$ cat src/esp_link_pkg.sv
`default_nettype none

package esp_link_pkg;

  // widths with a meaning on the link
  typedef logic [7:0] byte_t;   // one spi or data byte
  typedef logic [7:0] cmd_t;    // command code, first byte of a frame

  // command codes sent by the microcontroller
  localparam cmd_t cmd_get_cookie       = 8'd0;
  localparam cmd_t cmd_bram_poke        = 8'd1;   // addr lo, addr hi, data
  localparam cmd_t cmd_bram_peek        = 8'd2;   // addr lo, addr hi
  localparam cmd_t cmd_get_version      = 8'd15;
  localparam cmd_t cmd_set_screen_color = 8'd17;  // red, green, blue

  // small inferred ram, upper address bits dropped so addresses wrap
  localparam int mem_addr_w = 10;
  localparam int mem_depth  = 1 << mem_addr_w;
  typedef logic [mem_addr_w-1:0] mem_addr_t;

  typedef logic [23:0] rgb_t;   // red in the top byte

  // fixed reply values
  localparam byte_t      cookie        = 8'haf;
  localparam logic [2:0] version_major = 3'd0;
  localparam logic [4:0] version_minor = 5'd3;
  localparam rgb_t       rgb_reset     = 24'hffffff;  // white screen out of reset

  // decoder fsm
  typedef enum logic [1:0] {
    idle,         // waiting for a command byte
    read_params   // collecting parameter bytes
  } decode_state_e;

  // finished command handed from decode to execute
  typedef struct packed {
    logic  go;    // one cycle strobe
    cmd_t  cmd;
    byte_t p0;
    byte_t p1;
    byte_t p2;
  } cmd_action_t;

endpackage

`default_nettype wire
$ cat src/reply_tx.sv
`timescale 1ns/1ps
`default_nettype none

module reply_tx (
  input  logic                clk,
  input  logic                rst_n,
  input  logic                tx_arm,
  input  logic                sck_fall,
  input  logic                cs_active,
  input  esp_link_pkg::byte_t reply_byte,
  output logic                miso,
  output logic                tx_busy
);

  logic [3:0] bit_cnt;    // bits still to shift out
  logic       load_pend;  // waiting for the end of the request byte
  esp_link_pkg::byte_t shift_q;

  always_ff @(posedge clk or negedge rst_n) begin
    if (!rst_n) begin
      bit_cnt   <= '0;
      load_pend <= 1'b0;
      shift_q   <= '0;
    end else if (!cs_active) begin
      bit_cnt   <= '0;   // deselect ends any reply
      load_pend <= 1'b0;
      shift_q   <= '0;
    end else if (tx_arm) begin
      bit_cnt   <= 4'd8;
      load_pend <= 1'b1;
    end else if (sck_fall) begin
      if (load_pend) begin
        // 8th fall of the request, msb goes out before the next byte
        shift_q   <= reply_byte;
        load_pend <= 1'b0;
      end else if (bit_cnt != 4'd0) begin
        shift_q <= {shift_q[6:0], 1'b0};
        bit_cnt <= bit_cnt - 4'd1;  // reaches 0 on the 8th fall of the reply
      end
    end
  end

  assign tx_busy = load_pend || (bit_cnt != 4'd0);
  assign miso    = cs_active & shift_q[7];  // plain 0 when not selected

endmodule

`default_nettype wire

$ cat config.mk
export PLATFORM = sky130hd
export DESIGN_NAME = reply_tx
export DESIGN_NICKNAME = d
export VERILOG_FILES = /design/src/esp_link_pkg.sv /design/src/reply_tx.sv
export SDC_FILE = /design/constraint.sdc
export NUM_CORES = 1
export LEC_CHECK = 0
export BUFFER_PORTS_ARGS = -buffer_cell sky130_fd_sc_hd__buf_2
export CAP_MARGIN = 40
export CORE_MARGIN = 2
export CORE_UTILIZATION = 51
export DETAILED_ROUTE_END_ITERATION = 8
export GPL_ROUTABILITY_DRIVEN = 0
export PLACE_DENSITY = 0.75
export SLEW_MARGIN = 20
export SYNTH_ARGS = -nofsm -noshare
export SYNTH_HDL_FRONTEND = slang
export SYNTH_SLANG_ARGS = --single-unit
$ cat constraint.sdc
create_clock -name clk -period 2.05 [get_ports clk]
set_input_delay 0.41 -clock clk [delete_from_list [all_inputs] [get_ports clk]]
set_output_delay 0.41 -clock clk [all_outputs]
set_load 0.02 [all_outputs]
==> run summary, run 1 <==
clk buf depth: 2
Layout area overhead: 18.82%
Critical-path top delay cell: or4b_4
Max Clock Freq: 494.9 MHz
Clk pwr share: 0.283
PortBufs: 14
count leader, synth: dfrtp_1
Worst Hold Class: input pin to asynchronous set/reset pin
final hold vios: 0
#FFs+latches synth: 13
signal arrival time at the worst endpoint: 1.61 ns
vias per inst: 5.912
clock-pin transition on the worst setup and hold timing paths: 0.08 ns
synth cell count leaders: dfrtp_1, mux2i_1, nand3_1, o211a_1
Synth top area share: 0.4530
Worst setup EP type: primary output
syn nets: 84
Sinks on Clock Net: 13
Initial DRT Pass Iterations: 4
Switch Pwr: 146.1 µW
initial antenna violation count: 0
vias in the first global route: 585
fraction of layout cells with a size suffix above 1: 0.2989
die area: 0.001724 mm²
worst slew pin tran: 0.6450 ns
Synth Instances: 70
Final Cycle Share: 0.9856
CORE AREA: 0.001301 mm²
YS warnings: 0
Avg Inst Size Synth: 10.26 µm²
reg2reg path depth: 6
H-tree levels: 1
Setup Viol. Count Final: 0
Worst path depth: 4
sequential-to-total area share from yosys stat: 0.4530
Reg-to-Reg Start: bit_cnt[0]
post-route insts no fill: 102
Setup crit start: bit_cnt[0]
ANT cells: 0
Final Max Slew Viols: 0
slowest stage delay, CP: 0.49 ns
Peak VDD IR: 0.5923 mV
residual DRC count: 0
Power Density: 640.1 mW/mm²
Starting Density: 0.5519
GRT Total Usage: 0.1932
sw frac: 0.2675
top post-synthesis cells by area: dfrtp_1, mux2i_1, o211a_1
Leak Pwr: 0.4577 nW
Crit Path Max Fanout: 5
post-synth top area cell: dfrtp_1
delay-heaviest family, CP: simple AND/OR/NAND/NOR gates
Seq pwr share: 0.514
initial DRC count: 12
GRT overflow: 0
WL final: 1538 µm
routed via count: 603
largest net degree at the start of global routing: 14
Post-synth EDFFs: 0
Comb power frac: 0.203
worst path cell trace: inv_2 > ha_4 > or4b_4 > buf_4
Max-Cap Viols: 0
Die H: 41.53 µm
clock root buffer: clkbuf_4
Routed Antenna Nets: 0
Synth Flop Type: dfrtp_1
Pint: 400.1 µW
Routed WL per cell: 15.08 µm
layout net count: 102
max_slew headroom: 0.5691
cts hold-fix bufs: 0
required time of the critical path: 1.64 ns
Post-Synthesis Cell Area: 718.2 µm²
ys async rst share: 1.000
number of CTS-inserted buffers: 3
Final Power: 546.2 µW
status: finished clean
distinct cell type count after synthesis: 24
minimum clock period: 2.021 ns
Startpoint Class: flop
CTS tree: done
Core Rows: 13
worst skew pair latency: 0.28 ns
I/O pins: 15
final clock skew: 0.009133 ns
die width: 41.53 µm
first-pass GRT wire length: 2594 µm
Setup CP Type: flop to primary output
WP buf/inv: 2
Placed Instances: 96
## registers in the layout, indices dropped and copies added (netlist names)
signal / cells
shift_q: 8
bit_cnt: 4
load_pend: 1
## power groups by stage
| stage | Sequential, mW | Clock [mW] | Combinational [mW] |
|---|---|---|---|
| 6_report | 0.280 | 0.155 | 0.111 |
| 2_1_floorplan | 0.281 | 0 | 0.0687 |
| 3_5_place_dp | 0.285 | 0 | 0.0985 |
| 4_1_cts | 0.280 | 0.157 | 0.102 |
| 5_1_grt | 0.283 | 0.173 | 0.122 |
| 3_3_place_gp | 0.285 | 0 | 0.0959 |
## path summary, 6_finish.rpt
kind / to / slack, ns
setup reg to reg: shift_q[2] / 0.25
hold reg to reg: shift_q[0] / 0.52
max in group asynchronous: shift_q[3] / 1.82
setup / recovery: tx_busy / 0.03
hold / removal: load_pend / 0.0006
min in group clk: shift_q[0] / 0.39
## logic make-up after synthesis
kind of cell             synth area share
AND/OR/NAND/NOR                    0.1934
AO/OA/AOI/OAI                      0.1759
flip-flops                         0.4530
buffers and inverters             0.06097
multiplexers                      0.09931
adder cells (fa/ha/maj)           0.01742
## routing by layer
layer	global-route usage	part of all wire
met1	0.2521	0.47
met2	0.3125	0.47
met3	0.07826	0.062
met4	0.01935	0
met5	0	0
## cell usage in the layout (no fill, tap or decap), drive strengths merged
cell and n:
a21boi 2, nand3b 1, clkbuf 4, dfrtp 13
buf 18, o211a 6, a21oi 3, mux2 1
nand4 2, o21ai 5, or3 3, nor2b 1
mux2i 6, or4b 2, nand2 4, nand2b 2
inv 4, nand3 6, ha 1, nor3b 1
o41a 1, and2 1
## repair_timing
item                                   4_1_cts  5_1_grt
gates resized for setup                      2        3
setup endpoints to repair                    1        1
cloned                                       0        0
pin swaps                                    0        0
endpoints found under the hold margin        0        0
setup buffers                                0        2
## layout make-up
type	count	area (µm²)
Sequential cell	13	325.3
Inverter	4	15.01
Timing Repair Buffer	18	102.6
Fill cell	105	447.9
Tap cell	15	18.77
Clock buffer	4	26.28
Multi-Input combinational cell	48	365.4
## stage by stage
| step | util | setup TNS, ns | area, µm² | hold slack, ns | setup slack [ns] |
|---|---|---|---|---|---|
| after global placement | 0.6096 | 0 | 793.3 | 0.3116 | 0.2876 |
| after floorplan | - | 0 | 718.2 | 0.1144 | 0.2465 |
| after CTS | 0.6346 | 0 | 825.8 | 0.01474 | 0.004903 |
| final | 0.6558 | 0 | 853.3 | 0.0006005 | 0.02942 |
| after detailed placement | 0.6096 | 0 | 793.3 | 0.3087 | 0.2490 |
| after global routing | 0.6558 | -0.02344 | 853.3 | 0.02291 | -0.02344 |
(Power assumes the default switching activity.)
==> run 2, diff against run 1 <==
==> constraint.sdc (replaced) <==
create_clock -name clk -period 1.97 [get_ports clk]
set_input_delay 0.394 -clock clk [delete_from_list [all_inputs] [get_ports clk]]
set_output_delay 0.394 -clock clk [all_outputs]
set_load 0.02 [all_outputs]
==> run 2 against run 1 <==
Net effect: cell count rose by 4.9%; flip-flop and latch count unchanged; via count rose by 2.5%; core utilization increased by 2.6 points; sequential power grew 4%; combinational power increased by 9.9%; first-iteration DRC count is 8.3% lower; global-route usage rose by 0.15 points; non-clock buffer count up 5.
==> run summary, run 2 (synthesized netlist as in run 1, its figures left out) <==
Max-Cap Viols: 0 (unchanged)
Startpoint Class: flop
final clock skew: 0.005691 ns (-0.003442 ns)
Setup CP Type: flop to primary output
Crit Path Max Fanout: 4 (-1)
Worst Hold Class: input pin to flop
hold slack: 0.3672 ns (+0.3666 ns)
pre-CTS setup slack: 0.1823 ns (-0.06667 ns)
commonest non-fill, non-tap cells in the layout: dfrtp_1, buf_2, buf_4
Clk pwr share: 0.294 (+0.011)
Sum Neg Setup Slack: 0 ns (unchanged)
WL final: 1525 µm (-0.85%)
Initial DRT Pass Iterations: 4 (unchanged)
vias in the first global route: 604 (+3.2%)
Final Cycle Share: 0.9999
PortBufs: 14 (unchanged)
worst path cell trace: inv_1 > ha_2 > or4b_4 > buf_6
die area: 0.001724 mm² (unchanged)
H-tree levels: 1 (unchanged)
Die H: 41.53 µm (unchanged)
Final WS setup: 0.0001323 ns (-0.02929 ns)
Final Max Slew Viols: 0 (unchanged)
residual DRC count: 0 (unchanged)
first-pass GRT wire length: 2580 µm (-0.54%)
Sinks on Clock Net: 13 (unchanged)
signal arrival time at the worst endpoint: 1.58 ns (-0.03 ns)
Peak VDD IR: 0.3938 mV (-34%)
GRT overflow: 0 (unchanged)
Switch Pwr: 162.6 µW (+11%)
RSZ-0062 raised after global routing: true
Routed Antenna Nets: 0 (unchanged)
Comb power frac: 0.209 (+0.006)
Seq pwr share: 0.497 (-0.017)
Most flops, register: shift_q
Setup Viol. Count Final: 0 (unchanged)
vias per inst: 5.776 (-2.3%)
max_slew headroom: 0.7121 (+0.1430)
layout net count: 107 (+4.9%)
clk buf depth: 2 (unchanged)
die width: 41.53 µm (unchanged)
slowest stage delay, CP: 0.48 ns (about the same)
post-route insts no fill: 107 (+4.9%)
worst slew pin tran: 0.4310 ns (-0.2141 ns)
Pint: 422.5 µW (+5.6%)
largest net degree at the start of global routing: 14 (unchanged)
CTS tree: done
GRT Total Usage: 0.1947 (+0.001451)
max FFs per register: 8 (unchanged)
CORE AREA: 0.001301 mm² (unchanged)
status: finished clean
clock root buffer: clkbuf_4
Layout area overhead: 23.52%
fraction of layout cells with a size suffix above 1: 0.3152 (+0.01637)
ANT cells: 0 (unchanged)
routed via count: 618 (+2.5%)
I/O pins: 15 (unchanged)
minimum clock period: 1.970 ns
initial DRC count: 11 (-1)
Placed Instances: 97 (+1.0%)
Routed WL per cell: 14.25 µm (-5.5%)
required time of the critical path: 1.58 ns (-0.06 ns)
Power Density: 659.6 mW/mm² (+3.1%)
initial antenna violation count: 0 (unchanged)
number of CTS-inserted buffers: 3 (unchanged)
fill count: 103 (-1.9%)
worst skew pair latency: 0.29 ns (about the same)
Max Clock Freq: 507.6 MHz
Largest regs: shift_q x8, bit_cnt x4, load_pend x1
Critical-path top delay cell: or4b_4
DP HPWL: 1012 µm
Layout Utilization: 0.6817 (+0.02596)
Leak Pwr: 0.4808 nW (+5.1%)
delay-heaviest family, CP: simple AND/OR/NAND/NOR gates
Worst setup EP type: primary output
Starting Density: 0.5519 (unchanged)
final hold vios: 0 (unchanged)
clock-pin transition on the worst setup and hold timing paths: 0.08 ns (about the same)
Core Rows: 13 (unchanged)
WP buf/inv: 2 (unchanged)
sw frac: 0.2779 (+0.01043)
run 2: cell types whose count changed in the layout (fill, tap and decap cells not counted):
cell	before	now
inv_2	1	0
ha_2	0	1
ha_4	1	0
buf_6	0	1
buf_4	5	8
dlygate4sd3_1	0	1
inv_1	3	4
run 2: final timing paths:
kind                               start    endpoint  slack [ns]  cells past startpoint
max                           bit_cnt[0]     tx_busy      0.0001                      4
min                        reply_byte[0]  shift_q[0]        0.37                      3
max reg2reg                   bit_cnt[0]  shift_q[2]        0.19                      6
min reg2reg                   shift_q[5]  shift_q[5]        0.53                      1
max in group asynchronous          rst_n  shift_q[5]        1.24                      2
min in group asynchronous          rst_n   load_pend        0.51                      2
run 2: metal layers:
metal | wire (µm) | up-vias | global-route usage
met5 | 0 | - | 0
met1 | 702 | 289 | 0.2429
met3 | 97 | 7 | 0.04348
met2 | 673 | 22 | 0.3156
met4 | 51 | 0 | 0.09677
li1 | - | 300 | -
run 2: layout make-up:
class,instances,area (µm²),share of cell area
clock buffer,4,26.28,0.02962
inverter,4,15.01,0.01693
timing repair buffer,23,146.4,0.1650
sequential,13,325.3,0.3667
tap,15,18.77,0.02116
multi-input combinational,48,355.3,0.4006
run 2: worst reg2reg max path, cell delays in order (launching register included):
cell,delay [ns]
dfrtp_1,0.40
inv_1,0.06
ha_2,0.19
or4b_4,0.48
buf_4,0.17
and2_4,0.16
o211a_1,0.21
run 2: per-stage QoR:
| step | instance area, µm² | total power, mW |
|---|---|---|
| finish | 887.1 | 0.5851 |
| detailed placement | 800.8 | 0.4007 |
| CTS | 868.3 | 0.5816 |
| global route | 887.1 | 0.6153 |
| floorplan | 718.2 | 0.3638 |
| global placement | 800.8 | 0.3976 |
run 2: repair_timing:
action                                  CTS  global route
pin swaps                                 0             1
hold buffers                              1             0
resized for setup                         3             1
buffers inserted                          3             2
gates cloned                              0             0
endpoints found under the setup margin    1             1
endpoints found under the hold margin    13             0
run 2: power by group through the flow:
stage               logic (mW)  clock network, mW  registers, mW
floorplan               0.0714                  0          0.292
global placement         0.102                  0          0.296
detailed placement       0.105                  0          0.296
CTS                      0.118              0.173          0.291
global route             0.136              0.187          0.293
finish                   0.122              0.172          0.291
