File: src/esp_link_pkg.sv
`default_nettype none

package esp_link_pkg;

  // widths with a meaning on the link
  typedef logic [7:0] byte_t;   // one spi or data byte
  typedef logic [7:0] cmd_t;    // command code, first byte of a frame

  // command codes sent by the microcontroller
  localparam cmd_t cmd_get_cookie       = 8'd0;
  localparam cmd_t cmd_bram_poke        = 8'd1;   // addr lo, addr hi, data
  localparam cmd_t cmd_bram_peek        = 8'd2;   // addr lo, addr hi
  localparam cmd_t cmd_get_version      = 8'd15;
  localparam cmd_t cmd_set_screen_color = 8'd17;  // red, green, blue

  // small inferred ram, upper address bits dropped so addresses wrap
  localparam int mem_addr_w = 10;
  localparam int mem_depth  = 1 << mem_addr_w;
  typedef logic [mem_addr_w-1:0] mem_addr_t;

  typedef logic [23:0] rgb_t;   // red in the top byte

  // fixed reply values
  localparam byte_t      cookie        = 8'haf;
  localparam logic [2:0] version_major = 3'd0;
  localparam logic [4:0] version_minor = 5'd3;
  localparam rgb_t       rgb_reset     = 24'hffffff;  // white screen out of reset

  // decoder fsm
  typedef enum logic [1:0] {
    idle,         // waiting for a command byte
    read_params   // collecting parameter bytes
  } decode_state_e;

  // finished command handed from decode to execute
  typedef struct packed {
    logic  go;    // one cycle strobe
    cmd_t  cmd;
    byte_t p0;
    byte_t p1;
    byte_t p2;
  } cmd_action_t;

endpackage

`default_nettype wire
File: src/cmd_decode.sv
`timescale 1ns/1ps
`default_nettype none

module cmd_decode (
  input  logic                      clk,
  input  logic                      rst_n,
  input  esp_link_pkg::byte_t       rx_byte,
  input  logic                      rx_valid,
  input  logic                      cs_start,
  input  logic                      tx_busy,
  output esp_link_pkg::cmd_action_t action,
  output logic                      tx_arm
);

  esp_link_pkg::decode_state_e state;
  logic [1:0] idx;       // next parameter slot
  logic [1:0] n_params;  // parameter count of the latched command
  logic       go_q;
  logic       take;      // byte accepted this cycle
  esp_link_pkg::cmd_t  cmd_q;
  esp_link_pkg::byte_t p0_q;
  esp_link_pkg::byte_t p1_q;
  esp_link_pkg::byte_t p2_q;

  // bytes clocked in during a reply slot are dummies
  assign take = rx_valid && !tx_busy && !cs_start;

  always_ff @(posedge clk or negedge rst_n) begin
    if (!rst_n) begin
      state    <= esp_link_pkg::idle;
      idx      <= '0;
      n_params <= '0;
      go_q     <= 1'b0;
      tx_arm   <= 1'b0;
    end else begin
      go_q   <= 1'b0;  // strobes
      tx_arm <= 1'b0;
      if (cs_start) begin
        state <= esp_link_pkg::idle;  // new frame drops a partial command
      end else if (take) begin
        case (state)
          esp_link_pkg::idle: begin
            idx <= '0;
            case (rx_byte)
              esp_link_pkg::cmd_get_cookie,
              esp_link_pkg::cmd_get_version: begin
                go_q   <= 1'b1;  // no params, fire at once
                tx_arm <= 1'b1;  // reply in the next byte slot
              end
              esp_link_pkg::cmd_bram_poke,
              esp_link_pkg::cmd_set_screen_color: begin
                n_params <= 2'd3;
                state    <= esp_link_pkg::read_params;
              end
              esp_link_pkg::cmd_bram_peek: begin
                n_params <= 2'd2;
                state    <= esp_link_pkg::read_params;
              end
              default: state <= esp_link_pkg::idle;  // unknown code ignored
            endcase
          end
          esp_link_pkg::read_params: begin
            if (idx == n_params - 2'd1) begin
              // last parameter arrives with this byte
              go_q   <= 1'b1;
              tx_arm <= (cmd_q == esp_link_pkg::cmd_bram_peek);
              state  <= esp_link_pkg::idle;
            end else begin
              idx <= idx + 2'd1;
            end
          end
          default: state <= esp_link_pkg::idle;
        endcase
      end
    end
  end

  // command and parameter bytes, held stable until the next frame
  always_ff @(posedge clk) begin
    if (take) begin
      if (state == esp_link_pkg::idle) begin
        cmd_q <= rx_byte;
      end else begin
        case (idx)
          2'd0:    p0_q <= rx_byte;
          2'd1:    p1_q <= rx_byte;
          default: p2_q <= rx_byte;
        endcase
      end
    end
  end

  assign action = '{go: go_q, cmd: cmd_q, p0: p0_q, p1: p1_q, p2: p2_q};

endmodule

`default_nettype wire

File: config.mk
export PLATFORM = sky130hd
export DESIGN_NAME = cmd_decode
export DESIGN_NICKNAME = d
export VERILOG_FILES = /design/src/esp_link_pkg.sv /design/src/cmd_decode.sv
export SDC_FILE = /design/constraint.sdc
export NUM_CORES = 1
export LEC_CHECK = 0
export BUFFER_PORTS_ARGS = -buffer_cell sky130_fd_sc_hd__buf_2
export CAP_MARGIN = 30
export CORE_ASPECT_RATIO = 0.9
export CORE_UTILIZATION = 40
export CTS_BUF_LIST = sky130_fd_sc_hd__clkbuf_8
export CTS_CLUSTER_SIZE = 16
export DETAILED_ROUTE_END_ITERATION = 12
export GPL_ROUTABILITY_DRIVEN = 0
export MAX_ROUTING_LAYER = met4
export REMOVE_ABC_BUFFERS = 1
export SYNTH_ARGS = -nofsm -noshare
export SYNTH_HDL_FRONTEND = slang
export SYNTH_SLANG_ARGS = --single-unit
File: constraint.sdc
create_clock -name clk -period 2.04 [get_ports clk]
set_input_delay 0.204 -clock clk [delete_from_list [all_inputs] [get_ports clk]]
set_output_delay 0.204 -clock clk [all_outputs]
set_load 0.01 [all_outputs]
==> results of run 1 <==
synthesized netlist by cell type, drive strengths merged:
| cell | instances | share of area |
|---|---|---|
| edfxtp | 32 | 0.63 |
| dfrtp | 7 | 0.11 |
| inv | 4 | 0.0098 |
| and3 | 3 | 0.015 |
| nor2b | 3 | 0.012 |
| nor4b | 3 | 0.027 |
| o21ai | 3 | 0.0098 |
| ha | 2 | 0.016 |
| nand2 | 2 | 0.0049 |
| nor2 | 2 | 0.0049 |
| nor3 | 2 | 0.0066 |
| nor3b | 2 | 0.0098 |
| nor4 | 2 | 0.0082 |
| nor4bb | 2 | 0.013 |
| o2111ai | 2 | 0.011 |
| or2b | 2 | 0.0098 |
| a211o | 1 | 0.0057 |
| a211oi | 1 | 0.0049 |
| a21o | 1 | 0.0049 |
| a21oi | 1 | 0.0033 |
| a2bb2oi | 1 | 0.0057 |
| a31oi | 1 | 0.0041 |
| and4 | 1 | 0.0057 |
| buf | 1 | 0.0049 |
| mux2 | 1 | 0.0074 |
| mux2i | 1 | 0.0066 |
| nand2b | 1 | 0.0041 |
| nand3b | 1 | 0.0049 |
| nand4b | 1 | 0.0057 |
| nand4bb | 1 | 0.0074 |
| o31ai | 1 | 0.0049 |
| or3b | 1 | 0.0057 |
| xnor2 | 1 | 0.011 |
final timing paths:
| path | from | end | slack (ns) | cells after the start |
|---|---|---|---|---|
| min in group asynchronous | rst_n | n_params[0] | 0.27 | 2 |
| max in group asynchronous | rst_n | n_params[1] | 1.60 | 2 |
| max reg2reg | state[0] | state[0] | 0.48 | 4 |
| max | state[0] | state[0] | 0.48 | 4 |
| min reg2reg | cmd_q[6] | tx_arm | 0.57 | 3 |
| min | rx_byte[6] | p1_q[6] | 0.15 | 1 |
report_power, final:
part / switching [W] / internal (W) / total [W]
Combinational: 0.0000417 / 0.0000269 / 0.0000686
Sequential: 0.00000652 / 0.000871 / 0.000878
Clock: 0.000266 / 0.000364 / 0.000629
Total: 0.000314 / 0.00126 / 0.00158
final cells by class:
class / count / area [um2] / share of cell area
clock buffer: 5 / 68.8 / 0.0354
clock inverter: 3 / 43.8 / 0.0226
inverter: 4 / 15.0 / 0.00773
multi-input combinational: 46 / 368 / 0.189
sequential: 39 / 1140 / 0.585
tap: 44 / 55.1 / 0.0284
timing repair buffer: 49 / 255 / 0.131
state kept, by name, indices dropped and copies added, names as in the netlist:
| signal | cells |
|---|---|
| p1_q | 8 |
| idx | 2 |
| p2_q | 8 |
| state | 1 |
| p0_q | 8 |
| go_q | 1 |
| n_params | 2 |
| cmd_q | 8 |
| tx_arm | 1 |
layer usage:
| layer | track usage | wire [um] | vias to the layer above |
|---|---|---|---|
| met1 | 0.214 | 1330 | 455 |
| met4 | 0.0912 | 55 | 0 |
| met3 | 0.0470 | 212 | 7 |
| li1 | - | - | 461 |
| met5 | - | 0 | - |
| met2 | 0.281 | 1520 | 43 |
cell families after synthesis:
group,synth area share
AO/OA/AOI/OAI,0.0549
buffers and inverters,0.0148
flip-flops,0.744
XOR/XNOR,0.0107
adder cells (fa/ha/maj),0.0164
multiplexers,0.0139
AND/OR/NAND/NOR,0.145
through the flow:
| stage | hold slack [ns] | instances |
|---|---|---|
| finish | 0.145 | 190 |
| global route | 0.143 | 190 |
| CTS | 0.143 | 190 |
| detailed placement | 0.0527 | 181 |
| global placement | 0.0464 | 181 |
| floorplan | -0.0916 | 89 |
worst max-delay path, stage by stage (launching register included):
cell and delay, ns:
dfrtp_1 0.47, nor4b_4 0.48, buf_4 0.24, o2111ai_1 0.15, o21ai_1 0.14
==> results.ini, run 1 <==
[drt]
initialDrtViolationCount = 40
detail-route-antenna-nets = 0
wl_mm = 3.12
drc_errors = 0
firstDrtPassIters = 4
wire_per_inst_um = 16.4
vias = 966
vias_per_cell = 5.08

[floorplan]
fp.dieH_um = 60.6
io_pins = 47
die_x_um = 67.1
fp.dieArea_mm2 = 0.00407
rows = 20
start_util = 0.436
core-area_mm2 = 0.00350

[clock_network]
clk_path_buf_depth = 2
cts_tree = yes
postCtsSetupBuffers = 0
insertion_delay_ns = 0.29
cts_resized = 0
hold_buffers = 1
clock_tree.root_cell = clkbuf_8
clk_pin_slew_ns = 0.08
cts_sinks = 39
cts_made_buffers = 5
h-tree-depth = 2

[global_routing]
grt.total_usage = 0.179
antenna_found_initial = 0
grt_overflow = 0
grt_first_pass_wirelength_mm = 4.73
first_global_vias = 900
grt_max_degree = 14

[finish]
antenna_cells = 0
drive_above_1_share = 0.425
layout_commonest_cell = buf_2
fillCellCount = 306
fin_util = 0.554
area_growth_pct = 27.2
final_cell_mix = buf_2 (46), edfxtp_1 (32), dfrtp_1 (7), clkbuf_8 (5), inv_1 (4)
nets = 160
final_area_mm2 = 0.00194

[pwr]
irDropWorstVdd_mv = 0.391
power.leakage_nw = 0.782
p_per_area_mw_per_mm2 = 811
total_power_w = 0.00158

[place]
placed_area_mm2 = 0.00182
dpl.hpwl_mm = 2.36
pre_cts_ws_ns = 0.475
port_buffers = 46

[yosys]
yosys_register_bits = 39
netlist_area_mm2 = 0.00153
yosys_warnings = 0
ys_seq_area_frac = 0.744
avgSynthCellArea_um2 = 17.0
ys_types = 35
synthCells = 90

[sta]
fmax_mhz = 639
setup_tns_ns = 0
min_period_over_period = 0.767
rsz0062_at_grt = false
hold_viol = 0
worst_pin_slew_ns = 0.616
setup_slack_ns = 0.476
clock_skew_ns = 0.00440
slew_viol_final = 0
finalCriticalPeriod_ns = 1.56
slew_headroom = 0.586
setup_viol = 0

[critical_path]
critPathCaptureType = flop
crit_path_start_kind = flop
crit_arrival_ns = 1.78
path_class = flop to flop
critical_path_required_ns = 2.25
cp_max_fo = 8

[status]
status = finished clean

[worst_hold_path]
hp-class = primary input to flop

[flow_run]
maxCapViolations = 0

No activity file was read; power rests on OpenSTA's default activity.
==> inputs of run 2 (changes only) <==
==> constraint.sdc (replaced) <==
create_clock -name clk -period 1.6 [get_ports clk]
set_input_delay 0.16 -clock clk [delete_from_list [all_inputs] [get_ports clk]]
set_output_delay 0.16 -clock clk [all_outputs]
set_load 0.01 [all_outputs]
==> results.ini, run 2 (same netlist as run 1, synthesis figures left out) <==
[critical_path]
crit_arrival_ns = 1.47  ; -0.31 ns
worstPathCellList = inv_1 -> ha_1 -> nor3_1 -> buf_4
cp_slowest_stage_delay_ns = 0.49  ; about the same
path_class = flop to flop
reg2reg_from = idx[0]
critPathCaptureType = flop
rr_endpoint = p2_q[3]
crit_path_start_kind = flop
cp_max_fo = 10  ; +2
critical_path_required_ns = 1.61  ; -0.64 ns
r2r_cells = 4  ; unchanged
reg2reg_slack_ns = 0.13  ; -0.34 ns
slowest_stage = dfrtp_1
startpoint = idx[0]

[place]
port_buffers = 46  ; unchanged
dpl.hpwl_mm = 2.22  ; -5.8%

[drt]
initialDrtViolationCount = 50  ; +25%
firstDrtPassIters = 4  ; unchanged
drc_errors = 0  ; unchanged
wl_mm = 3.05  ; -2.2%
detail-route-antenna-nets = 0  ; unchanged
wire_per_inst_um = 16.0  ; -2.7%
vias = 977  ; +1.1%
vias_per_cell = 5.12  ; +0.61%

[worst_hold_path]
worstHoldEndpoint = p0_q[6]
hp-class = primary input to flop
min_path_cells = 1  ; unchanged
hold_path.startpoint = rx_byte[6]

[clock_network]
cts_resized = 0  ; unchanged
clock_tree.root_cell = clkbuf_8
cts_made_buffers = 5  ; unchanged
insertion_delay_ns = 0.29  ; about the same
clk_path_buf_depth = 2  ; unchanged
clk_pin_slew_ns = 0.08  ; about the same
cts_sinks = 39  ; unchanged
h-tree-depth = 2  ; unchanged
cts_tree = yes

[sta]
setup_viol = 0  ; unchanged
finalCriticalPeriod_ns = 1.47  ; -0.0953 ns
worst_pin_slew_ns = 0.472  ; -0.144 ns
slew_headroom = 0.683  ; +0.0965
min_period_over_period = 0.918  ; +0.151
hold_viol = 0  ; unchanged
slew_viol_final = 0  ; unchanged
fmax_mhz = 681  ; +6.5%
fin_hold_ws_ns = 0.112  ; -0.0331 ns
clock_skew_ns = 0.00428  ; -0.000116 ns
rsz0062_at_grt = false

[global_routing]
first_global_vias = 910  ; +1.1%
grt_overflow = 0  ; unchanged
antenna_found_initial = 0  ; unchanged
grt.total_usage = 0.174  ; -0.00533
grt_max_degree = 13  ; -1
grt_first_pass_wirelength_mm = 4.60  ; -2.9%

[status]
status = finished clean

[floorplan]
rows = 20  ; unchanged
start_util = 0.436  ; unchanged
fp.dieArea_mm2 = 0.00407  ; unchanged
die_x_um = 67.1  ; unchanged
core-area_mm2 = 0.00350  ; unchanged
io_pins = 47  ; unchanged
fp.dieH_um = 60.6  ; unchanged

[finish]
area_growth_pct = 25.9
drive_above_1_share = 0.422  ; -0.00289
layout_commonest_cell = buf_2
final_cell_mix = buf_2 (46), edfxtp_1 (32), dfrtp_1 (7), inv_1 (5), clkbuf_8 (5)
fillCellCount = 310  ; +1.3%
nets = 161  ; +0.63%
antenna_cells = 0  ; unchanged
fin_util = 0.549  ; -0.00571

[flow_run]
maxCapViolations = 0  ; unchanged

[pwr]
total_power_w = 0.00185  ; +17%
irDropWorstVdd_mv = 0.349  ; -11%
power.leakage_nw = 0.774  ; -0.96%
p_per_area_mw_per_mm2 = 961  ; +18%

==> run 2: layer usage <==
| metal | routed length, um | vias to the layer above | global-route usage |
|---|---|---|---|
| li1 | - | 465 | - |
| met1 | 1380 | 464 | 0.215 |
| met2 | 1410 | 40 | 0.250 |
| met3 | 185 | 8 | 0.0470 |
| met4 | 80 | 0 | 0.119 |
| met5 | 0 | - | - |
==> run 2: area by class of cell <==
type	count	area (um2)	share of cell area
inverter	4	15.0	0.00781
timing repair buffer	50	263	0.137
clock inverter	3	16.3	0.00846
tap	44	55.1	0.0286
clock buffer	5	68.8	0.0358
sequential	39	1140	0.591
multi-input combinational	46	368	0.191
==> run 2: timing repair <==
| action | in CTS | in global routing |
|---|---|---|
| buffers inserted | 0 | 0 |
| hold endpoints to repair | 7 | 0 |
| hold buffers | 1 | 0 |
==> run 2: critical path: cells and delay by family, from the launching register on <==
family | cells | cell delay [ns]
DFF | 1 | 0.49
buffers and inverters | 2 | 0.28
and+or+nand+nor | 1 | 0.18
adders and majority gates | 1 | 0.21
==> run 2: report_power, final <==
part	internal, W	switching, W	leakage, nW
registers	0.00111	0.00000772	0.387
logic	0.0000355	0.0000529	0.342
clock network	0.000298	0.000342	0.0453
total	0.00144	0.000402	0.774
==> run 2: how the worst max path moves through the flow <==
stage | slack [ns] | to
after global routing | 0.04 | p2_q[7]
after floorplan | -0.12 | p2_q[0]
after detailed placement | 0.15 | p2_q[3]
final | 0.13 | p2_q[3]
after CTS | 0.12 | p2_q[3]
after global placement | 0.22 | p2_q[6]
==> run 2: through the flow <==
step           worst slack [ns]  std cells  setup TNS [ns]  instance area (um2)
6_report                  0.132        191               0                 1920
5_1_grt                  0.0371        191               0                 1920
4_1_cts                   0.123        191               0                 1920
3_5_place_dp              0.153        182               0                 1830
3_3_place_gp              0.216        182               0                 1830
2_1_floorplan            -0.120         89          -0.958                 1520
