`src/esp_link_pkg.sv`:
```
`default_nettype none

package esp_link_pkg;

  // widths with a meaning on the link
  typedef logic [7:0] byte_t;   // one spi or data byte
  typedef logic [7:0] cmd_t;    // command code, first byte of a frame

  // command codes sent by the microcontroller
  localparam cmd_t cmd_get_cookie       = 8'd0;
  localparam cmd_t cmd_bram_poke        = 8'd1;   // addr lo, addr hi, data
  localparam cmd_t cmd_bram_peek        = 8'd2;   // addr lo, addr hi
  localparam cmd_t cmd_get_version      = 8'd15;
  localparam cmd_t cmd_set_screen_color = 8'd17;  // red, green, blue

  // small inferred ram, upper address bits dropped so addresses wrap
  localparam int mem_addr_w = 10;
  localparam int mem_depth  = 1 << mem_addr_w;
  typedef logic [mem_addr_w-1:0] mem_addr_t;

  typedef logic [23:0] rgb_t;   // red in the top byte

  // fixed reply values
  localparam byte_t      cookie        = 8'haf;
  localparam logic [2:0] version_major = 3'd0;
  localparam logic [4:0] version_minor = 5'd3;
  localparam rgb_t       rgb_reset     = 24'hffffff;  // white screen out of reset

  // decoder fsm
  typedef enum logic [1:0] {
    idle,         // waiting for a command byte
    read_params   // collecting parameter bytes
  } decode_state_e;

  // finished command handed from decode to execute
  typedef struct packed {
    logic  go;    // one cycle strobe
    cmd_t  cmd;
    byte_t p0;
    byte_t p1;
    byte_t p2;
  } cmd_action_t;

endpackage

`default_nettype wire
```
`src/spi_rx.sv`:
```
`timescale 1ns/1ps
`default_nettype none

module spi_rx (
  input  logic                clk,
  input  logic                rst_n,
  input  logic                sck,
  input  logic                cs_n,
  input  logic                mosi,
  output esp_link_pkg::byte_t rx_byte,
  output logic                rx_valid,
  output logic                cs_start,
  output logic                cs_active,
  output logic                sck_fall
);

  logic [2:0] sck_q;    // two sync stages plus edge stage
  logic [2:0] cs_q;     // same for chip select
  logic [1:0] mosi_q;   // lines up with sck_q[1]
  logic [2:0] bit_cnt;  // bit position inside the byte
  logic       sck_rise;
  esp_link_pkg::byte_t shift_q;

  always_ff @(posedge clk or negedge rst_n) begin
    if (!rst_n) begin
      sck_q  <= '0;
      cs_q   <= '1;   // deselected
      mosi_q <= '0;
    end else begin
      sck_q  <= {sck_q[1:0], sck};
      cs_q   <= {cs_q[1:0], cs_n};
      mosi_q <= {mosi_q[0], mosi};
    end
  end

  // mode 0, sample on rising sck, master changes data on falling sck
  assign sck_rise  = (sck_q[2:1] == 2'b01);
  assign sck_fall  = (sck_q[2:1] == 2'b10);
  assign cs_active = ~cs_q[1];
  assign cs_start  = (cs_q[2:1] == 2'b10);  // cs_n just went low

  always_ff @(posedge clk or negedge rst_n) begin
    if (!rst_n) begin
      bit_cnt  <= '0;
      rx_valid <= 1'b0;
    end else begin
      rx_valid <= cs_active && sck_rise && (bit_cnt == 3'd7);  // 8th bit in
      if (!cs_active) begin
        bit_cnt <= '0;  // realign on every frame
      end else if (sck_rise) begin
        bit_cnt <= bit_cnt + 3'd1;  // wraps after 8 bits
      end
    end
  end

  // msb first
  always_ff @(posedge clk) begin
    if (cs_active && sck_rise) begin
      shift_q <= {shift_q[6:0], mosi_q[1]};
    end
  end

  assign rx_byte = shift_q;  // complete when rx_valid is high

endmodule

`default_nettype wire

```
`config.mk`:
```
export PLATFORM = sky130hd
export DESIGN_NAME = spi_rx
export DESIGN_NICKNAME = d
export VERILOG_FILES = /design/src/esp_link_pkg.sv /design/src/spi_rx.sv
export SDC_FILE = /design/constraint.sdc
export NUM_CORES = 1
export LEC_CHECK = 0
export ABC_AREA = 0
export BUFFER_PORTS_ARGS = -buffer_cell sky130_fd_sc_hd__buf_4
export CAP_MARGIN = 5
export CORE_AREA = 2 2 39 41
export CTS_BUF_LIST = sky130_fd_sc_hd__clkbuf_2 sky130_fd_sc_hd__clkbuf_4 sky130_fd_sc_hd__clkbuf_8
export DETAILED_ROUTE_END_ITERATION = 10
export DIE_AREA = 0 0 41 43
export PLACE_DENSITY = 0.8
export SKIP_LAST_GASP = 1
export SYNTH_ARGS = -nofsm -noshare
export SYNTH_HDL_FRONTEND = slang
export SYNTH_SLANG_ARGS = --single-unit
export TNS_END_PERCENT = 50
```
`constraint.sdc`:
```
create_clock -name clk -period 2.55 [get_ports clk]
set_input_delay 0.765 -clock clk [delete_from_list [all_inputs] [get_ports clk]]
set_output_delay 0.765 -clock clk [all_outputs]
set_load 0.01 [all_outputs]
```
==> summary.txt, run 1 <==
Clock tree
  – Hold_buf cts: 0
  – Clk buf depth: 2
  – H-tree depth: 1
  – Buffer count from post-CTS setup fixing: 0
  – Post-CTS sizing: 0
  – Worst-Skew Late Latency: 0.30 ns
  – Reg clk slew, reported paths: 0.12 ns
  – CTS tree: yes
  – Num CTS Buffers: 3
  – Clock sinks: 20
  – CTS root buf: clkbuf_4

Setup path
  – Critical Path, Cell by Cell: and2b_1, buf_4
  – Crit path launch type: register
  – CP Class: register to output port
  – Crit-path max FO: 10
  – Critical Path AT: 1.23 ns
  – Crit-path leading delay family: flip-flops
  – Crit path required time: approximately 1.8 ns
  – CP Buf/Inv Count: 1
  – Crit end category: output port
  – Worst path max stage delay: 0.62 ns
  – Slowest CP cell: dfstp_2

Logic synthesis
  – Distinct cells, synth: 16
  – Number of synthesized flops with an enable pin: 8
  – Top post-synthesis cells by area: edfxtp_1 (35%), dfrtp_1 (33%), dfstp_2 (11%), ha_1 (3.6%), nand4bb_1 (3.3%)
  – Fraction of synthesis flops using an asynchronous set or reset pin: 60.0%
  – Most used flip-flop cell after synthesis: dfrtp_1
  – Most frequent cell after synthesis: dfrtp_1
  – Top cell type by total area after synthesis: edfxtp_1
  – Ys Warns: 0
  – Share of the synthesized area in the top cell type: a little over a third
  – Post-synth net total: 44
  – Mean area per synthesized cell: 18.6 µm²
  – Sequential-to-total area share from yosys stat: 79.2%
  – Flip-flop and latch count after synthesis: 20
  – Post-synthesis cell count: 37
  – Post-synth top cells: dfrtp_1 (9), edfxtp_1 (8), dfstp_2 (3)
  – Cell Area, Synth: 687 µm²

Drt
  – Via count: ~360
  – Avg WL per Cell: 14.1 µm
  – Starting DRT DRC Count: 3
  – Post-Route WL: between 1 and 1.5 mm
  – Initial DRT Pass Iterations: 2
  – Number of vias per cell: 4.97
  – DRC: 0
  – Antenna Nets Post-Route: 0

Global route
  – Vias in the first global route: 373
  – Total track usage: 14.5%
  – Gr ovfl total: 0
  – Global-route wire length before repair: 1.61 mm
  – Largest net degree at the start of global routing: 13
  – Initial antenna violation count: 0

STA
  – Max transition margin: 57.3%
  – Final setup vio count: 0
  – Worst-Margin Slew: 0.638 ns
  – Fin crit period: 2.00 ns
  – Final period util: 78.3%
  – Unrepaired setup endpoints after global routing: false
  – Setup ws final: 0.554 ns
  – Hold Violations, Final: 0
  – Max frequency: between 500 and 600 MHz
  – Clock Skews: between 0.015 and 0.02 ns
  – Total negative slack: 0 ns
  – Max-slew violations: 0

Power and ir drop
  – Logic pwr share: around 5.6%
  – Sequential share of power: 64.9%
  – P_leak: between 0.0003 and 0.0004 µW
  – Pwr/cell area: roughly 640 nW/µm²
  – Max IR drop VDD: 0.000400 V
  – Internal cell power: ~440 µW
  – Power Total: 549 µW
  – NetSw: 111 µW
  – Clock share of power: 29.4%
  – Sw Share: 20.3%

Place
  – Placed cell count: slightly below 70
  – Pre-CTS WS: approximately 0.86 ns
  – Post-DP HPWL: ~740 µm
  – PortBufs: 16
  – RD Place Congestion: between 0.6 and 0.7
  – Post-DP Area: 827 µm²

Finish
  – Share of cells above drive strength 1: around 47%
  – Non-filler cells, final: 73
  – Design area: 857 µm²
  – Area grow syn2layout: 24.8%
  – Final antenna diode count: 0
  – Nets: 65

Die
  – Full die area: 1760 µm²
  – Initial Util: between 40% and 50%
  – Chip Width: 41 µm
  – Core area: 1380 µm²
  – Die Ht: ~43 µm
  – # rows: 14
  – Top Ports: 17

Run status
  – Run status: finished, final reports clean

Hold path
  – Worst Hold Class: input port to asynchronous set/reset pin

Flow run
  – Max cap viols: 0
-- power groups by stage --
stage | registers [µW] | logic [µW] | clock network (µW)
floorplan | 362 | 12.5 | 0
global placement | 362 | 30.8 | 0
detailed placement | 363 | 31.5 | 0
CTS | 357 | 31.7 | 162
global route | 358 | 34.6 | 172
finish | 356 | 30.9 | 161
-- kinds of logic after synthesis --
logic type | synth area share, %
simple gates | 12.9
compound gates | 1.46
buf+inv | 0.546
flops | 79.2
mux | 2.19
fa+ha+maj | 3.64
-- stage by stage --
step	hold slack, ns	util, %
finish	0.277	61.9
global route	0.289	61.9
CTS	0.290	61.9
detailed placement	0.346	59.8
global placement	0.334	59.8
floorplan	0.331	-
-- layer usage --
| metal | vias up | global-route usage [%] | share of wire, % |
|---|---|---|---|
| met5 | - | 0 | 0 |
| met4 | 0 | 8.00 | 1.1 |
| met3 | 2 | 4.71 | 4.4 |
| met2 | 12 | 22.5 | 52 |
| met1 | 179 | 16.9 | 43 |
| li1 | 170 | - | - |
-- area by class of cell --
type | count | area, µm²
Clock buffer | 4 | 30.0
Inverter | 1 | 3.75
Timing Repair Buffer | 16 | 120
Multi-Input combinational cell | 16 | 139
Sequential cell | 20 | 544
Tap cell | 16 | 20.0
Fill cell | 107 | 527
-- registers in the layout, summed over array words and instances, names as in the netlist --
signal	flops
sck_q	3
cs_q	3
rx_valid	1
bit_cnt	3
mosi_q	2
rx_byte	8
-- cells in the final DEF, fill, tap and decap left out, drive strengths merged --
master	synthesis	layout
clkbuf	0	4
buf	0	16
nor2b	2	2
nor3b	1	1
nand4bb	2	2
nand2b	2	2
nor2	1	1
and2b	2	2
mux2	1	1
and2	1	1
edfxtp	8	8
dfstp	3	3
o21ai	2	2
dfrtp	9	9
ha	2	2
inv	1	1
-- worst paths after layout --
path,from,to,slack (ns),cells after the start
setup / recovery,cs_q[1],cs_start,0.55,2
hold / removal,rst_n,bit_cnt[2],0.28,1
setup reg to reg,sck_q[1],rx_byte[2],1.18,1
hold reg to reg,cs_q[0],cs_q[1],0.36,0
max in group asynchronous,rst_n,cs_q[1],2.03,1
min in group clk,cs_q[0],cs_q[1],0.36,0
Power figures use the tool's default switching activity.
==> run 2, diff against run 1 <==
CORE_AREA = not set   (was 2 2 39 41)
CORE_MARGIN = 2   (was not set)
CORE_UTILIZATION = 47   (was not set)
DIE_AREA = not set   (was 0 0 41 43)
PLACE_DENSITY = 0.77   (was 0.8)
clock period = 1.65 ns   (was 2.55 ns; I/O delays follow)
==> run 2 against run 1 <==
Against the previous run: the run now ends with negative setup slack left; non-clock buffer count rose by 1; sequential cell count stayed put; combinational power rose by 71%; utilization is 3.1 points higher; clock skew shrank 0.010 ns; sequential power grew 54%; global-route usage decreased by 1.6 points; clock-buffer cell count stayed put; critical path depth did not move; register-to-register slack worse by 0.99 ns; critical endpoint unchanged; largest cell class unchanged; highest routed layer unchanged.
==> summary.txt, run 2 (synthesis results as in run 1) <==
Drt
  – Initial DRT Pass Iterations: 3
  – Via count: 369
  – DRC: 0
  – Starting DRT DRC Count: 5
  – Antenna Nets Post-Route: 0
  – Avg WL per Cell: ~14 µm
  – Post-Route WL: approximately 990 µm
  – Number of vias per cell: 5.05

Die
  – Initial Util: 51.5%
  – Chip Width: 42.2 µm
  – Full die area: 1780 µm²
  – Top Ports: 17
  – Die Ht: 42.2 µm
  – # rows: 13
  – Core area: 1330 µm²

STA
  – Hold Violations, Final: 0
  – Final setup vio count: 1
  – Max frequency: 606 MHz
  – Unrepaired setup endpoints after global routing: true
  – Fin crit period: around 1.7 ns
  – Clock Skews: 0.00517 ns
  – Worst-Margin Slew: 0.635 ns
  – Setup ws final: -0.00125 ns
  – Max-slew violations: 0
  – Final period util: 100%
  – Max transition margin: between 50% and 60%
  – Worst hold slack: ~0.019 ns

Power and ir drop
  – Sw Share: roughly a fifth
  – P_leak: 0.000388 µW
  – NetSw: 164 µW
  – Clock share of power: between 20% and 30%
  – Pwr/cell area: 971 nW/µm²
  – Sequential share of power: 65.2%
  – Logic pwr share: 6.3%
  – Max IR drop VDD: 0.000551 V
  – Power Total: approximately 840 µW
  – Internal cell power: between 600 and 700 µW

Hold path
  – Worst Hold Class: input port to asynchronous set/reset pin

Setup path
  – Crit end category: output port
  – Crit-path max FO: 4
  – Crit path required time: between 1 and 1.5 ns
  – Critical Path AT: 1.16 ns
  – Crit path launch type: register
  – CP Class: register to output port

Global route
  – Total track usage: 12.9%
  – Largest net degree at the start of global routing: 13
  – Global-route wire length before repair: 1.55 mm
  – Initial antenna violation count: 0
  – Vias in the first global route: 333
  – Gr ovfl total: 0

Clock tree
  – Clk buf depth: 2
  – Hold_buf cts: 0
  – Reg clk slew, reported paths: roughly 0.1 ns
  – Num CTS Buffers: 3
  – CTS root buf: clkbuf_4
  – Clock sinks: 20
  – CTS tree: yes
  – Worst-Skew Late Latency: 0.29 ns
  – H-tree depth: 1

Finish
  – Commonest non-fill, non-tap cell in the layout: buf_4
  – Filler cells: 112
  – Largest register FFs: 8
  – Nets: between 60 and 70
  – Area grow syn2layout: 26.2%
  – Share of cells above drive strength 1: around half
  – Non-filler cells, final: 73
  – Most frequent cells in the layout: buf_4 (16), dfrtp_1 (9), edfxtp_1 (8), clkbuf_4 (4), dfstp_2 (3)
  – Final antenna diode count: 0
  – Post-layout util: between 60% and 70%

Run status
  – Failing checks: negative setup slack
  – Run status: finished with violations

Place
  – Pre-CTS WS: 0.224 ns
  – Post-DP HPWL: 716 µm
  – PortBufs: 16
  – RD Place Congestion: 0.725
  – Placed cell count: 68

Flow run
  – Max cap viols: 0
-- run 2: cell type report --
cell class | count | area (µm²) | share of cell area [%]
multi-input cells | 16 | 139 | 16.0
repair buffers | 17 | 131 | 15.2
well taps | 15 | 18.8 | 2.16
inverters | 1 | 3.75 | 0.433
clock buffers | 4 | 30.0 | 3.46
flip-flops and latches | 20 | 544 | 62.8
-- run 2: final timing paths --
kind,startpoint,end,slack (ns),depth (start not counted)
setup / recovery,cs_q[1],cs_start,-0.001,2
hold / removal,rst_n,bit_cnt[0],0.02,1
setup reg to reg,cs_q[1],rx_byte[0],0.19,2
hold reg to reg,sck_q[0],sck_q[1],0.36,0
max in group asynchronous,rst_n,cs_q[1],1.40,1
min in group clk,cs_n,cs_q[0],0.30,1
-- run 2: power by group through the flow --
stage | logic (µW) | clock network (µW) | registers (µW)
detailed placement | 49.4 | 0 | 561
floorplan | 19.3 | 0 | 559
global route | 58.3 | 276 | 552
finish | 52.8 | 241 | 549
CTS | 54.2 | 254 | 549
global placement | 47.7 | 0 | 559
-- run 2: critical path, cell delays in order (launching register included) --
cell	delay (ns)
dfstp_2	0.57
and2b_1	0.19
buf_6	0.11
-- run 2: routing by layer --
layer  wire, µm  vias up  track usage [%]
met5          0        -                0
met4         34        0             9.38
met3         83        5             5.60
met2        446       17             18.8
met1        429      174             15.0
li1           -      173                -
-- run 2: metrics by stage --
stage	area, µm²	setup TNS, ns
CTS	867	-0.0223
global route	867	-0.0695
global placement	826	0
detailed placement	826	0
finish	867	-0.00125
floorplan	687	0
-- run 2: repair_timing --
action                                  4_1_cts  5_1_grt
buffers inserted                              1        0
resized for setup                             1        0
endpoints found under the setup margin        1        1
==> run 3, diff against run 2 <==
CAP_MARGIN = 20   (was 5)
PLACE_DENSITY = 0.75   (was 0.77)
==> run 3 against run 2 <==
Against the previous run: the flow still finishes with violations (negative setup slack); critical path depth stayed put; final cell count is 4.1% higher; via count is 4.9% higher; global-route usage is 1.8 points higher; critical path type unchanged.
==> summary.txt, run 3 (synthesis results as in run 1) <==
Setup path
  – RR Startpoint: cs_q[1]
  – CP Class: register to output port
  – Critical Path AT: between 1 and 1.5 ns
  – Crit path required time: 1.15 ns
  – Crit end category: output port
  – Reg-to-reg endpoint: rx_byte[7]
  – R2R cell count: 4
  – Reg-to-reg slack, setup: 0.28 ns
  – Crit-path max FO: 3
  – Crit path launch type: register

Place
  – RD Place Congestion: roughly 0.66
  – PortBufs: 16
  – Placed cell count: 69
  – Post-DP HPWL: between 700 and 800 µm
  – Pre-CTS WS: 0.233 ns

Clock tree
  – Hold_buf cts: 0
  – Clock sinks: 20
  – CTS tree: yes
  – Num CTS Buffers: 3
  – H-tree depth: 1
  – CTS root buf: clkbuf_4
  – Reg clk slew, reported paths: 0.11 ns
  – Worst-Skew Late Latency: ~0.30 ns
  – Clk buf depth: 2

STA
  – Setup ws final: -0.0148 ns
  – Unrepaired setup endpoints after global routing: true
  – Final period util: 101%
  – Max frequency: ~600 MHz
  – Max transition margin: approximately 89%
  – Final setup vio count: 1
  – Worst-Margin Slew: 0.170 ns
  – Clock Skews: 0.00805 ns
  – Fin crit period: 1.66 ns
  – Max-slew violations: 0
  – Hold Violations, Final: 0

Power and ir drop
  – Max IR drop VDD: 0.000707 V
  – P_leak: 0.000412 µW
  – Pwr/cell area: approximately 1100 nW/µm²

Drt
  – Via count: 387
  – Antenna Nets Post-Route: 0
  – DRC: 0
  – Number of vias per cell: 5.09
  – Avg WL per Cell: between 10 and 15 µm
  – Post-Route WL: 1.10 mm
  – Initial DRT Pass Iterations: 1
  – Starting DRT DRC Count: 0

Run status
  – Run status: finished with violations
  – Failing checks: negative setup slack

Die
  – Initial Util: a little over 50%
  – Full die area: 1780 µm²
  – Die Ht: 42.2 µm
  – Chip Width: 42.2 µm
  – Top Ports: 17
  – Core area: 1330 µm²
  – # rows: 13

Finish
  – Largest register FFs: 8
  – Filler cells: 99
  – Share of cells above drive strength 1: 50.8%
  – Final antenna diode count: 0
  – Nets: 69
  – Most frequent cells in the layout: buf_4 (19), dfrtp_1 (9), edfxtp_1 (8), clkbuf_4 (3), dfstp_2 (3)
  – Area grow syn2layout: 32.8%
  – Commonest non-fill, non-tap cell in the layout: buf_4
  – Non-filler cells, final: between 70 and 80
  – Post-layout util: 68.4%

Global route
  – Largest net degree at the start of global routing: 13
  – Vias in the first global route: between 400 and 500
  – Gr ovfl total: 0
  – Total track usage: between 10 and 15%
  – Initial antenna violation count: 0
  – Global-route wire length before repair: between 1.5 and 2 mm

Hold path
  – Worst Hold Class: input port to asynchronous set/reset pin

Flow run
  – Max cap viols: 0
[run 3: per-stage QoR]
| stage | instance area (µm²) | hold slack [ns] | setup TNS, ns | power, µW |
|---|---|---|---|---|
| CTS | 912 | 0.000644 | -0.0154 | 1010 |
| floorplan | 687 | 0.199 | 0 | 579 |
| detailed placement | 833 | 0.340 | 0 | 612 |
| finish | 912 | 0.00990 | -0.0148 | 996 |
| global placement | 833 | 0.335 | 0 | 608 |
| global route | 912 | 0.00142 | -0.0792 | 1030 |
[run 3: critical path: stages, from the launching register on]
cell and delay, ns:
dfstp_2 0.57, and2b_1 0.19, buf_6 0.12
[run 3: layout make-up]
| class | count | area, µm² | share of cell area (%) |
|---|---|---|---|
| clock buffers | 3 | 22.5 | 2.47 |
| clock inverters | 1 | 30.0 | 3.29 |
| inverters | 1 | 3.75 | 0.412 |
| multi-input cells | 16 | 139 | 15.2 |
| flip-flops and latches | 20 | 544 | 59.7 |
| well taps | 15 | 18.8 | 2.06 |
| repair buffers | 20 | 154 | 16.9 |
[run 3: layer usage]
metal | up-vias | GRT usage, % | wire, µm
met3 | 2 | 2.59 | 44
met5 | - | 0 | 0
li1 | 177 | - | -
met2 | 11 | 25.5 | 606
met1 | 197 | 16.4 | 444
met4 | 0 | 9.38 | 7
[run 3: how the worst max path moves through the flow]
| stage | slack [ns] | endpoint | startpoint | cells after the start |
|---|---|---|---|---|
| after floorplan | 0.37 | cs_start | cs_q[1] | 1 |
| after CTS | -0.02 | cs_start | cs_q[1] | 2 |
| after global routing | -0.07 | cs_start | cs_q[1] | 2 |
| after global placement | 0.25 | cs_start | cs_q[1] | 2 |
| final | -0.01 | cs_start | cs_q[1] | 2 |
| after detailed placement | 0.23 | cs_start | cs_q[1] | 2 |
[run 3: repair_timing]
item | in CTS | in global routing
buffers inserted | 3 | 0
hold endpoints to repair | 0 | 0
resized for setup | 1 | 0
endpoints found under the setup margin | 1 | 2
[run 3: power by group]
group	total (µW)	internal, µW	switching, µW
combinational	58.7	33.7	25.0
clock	388	245	143
sequential	549	538	11.2
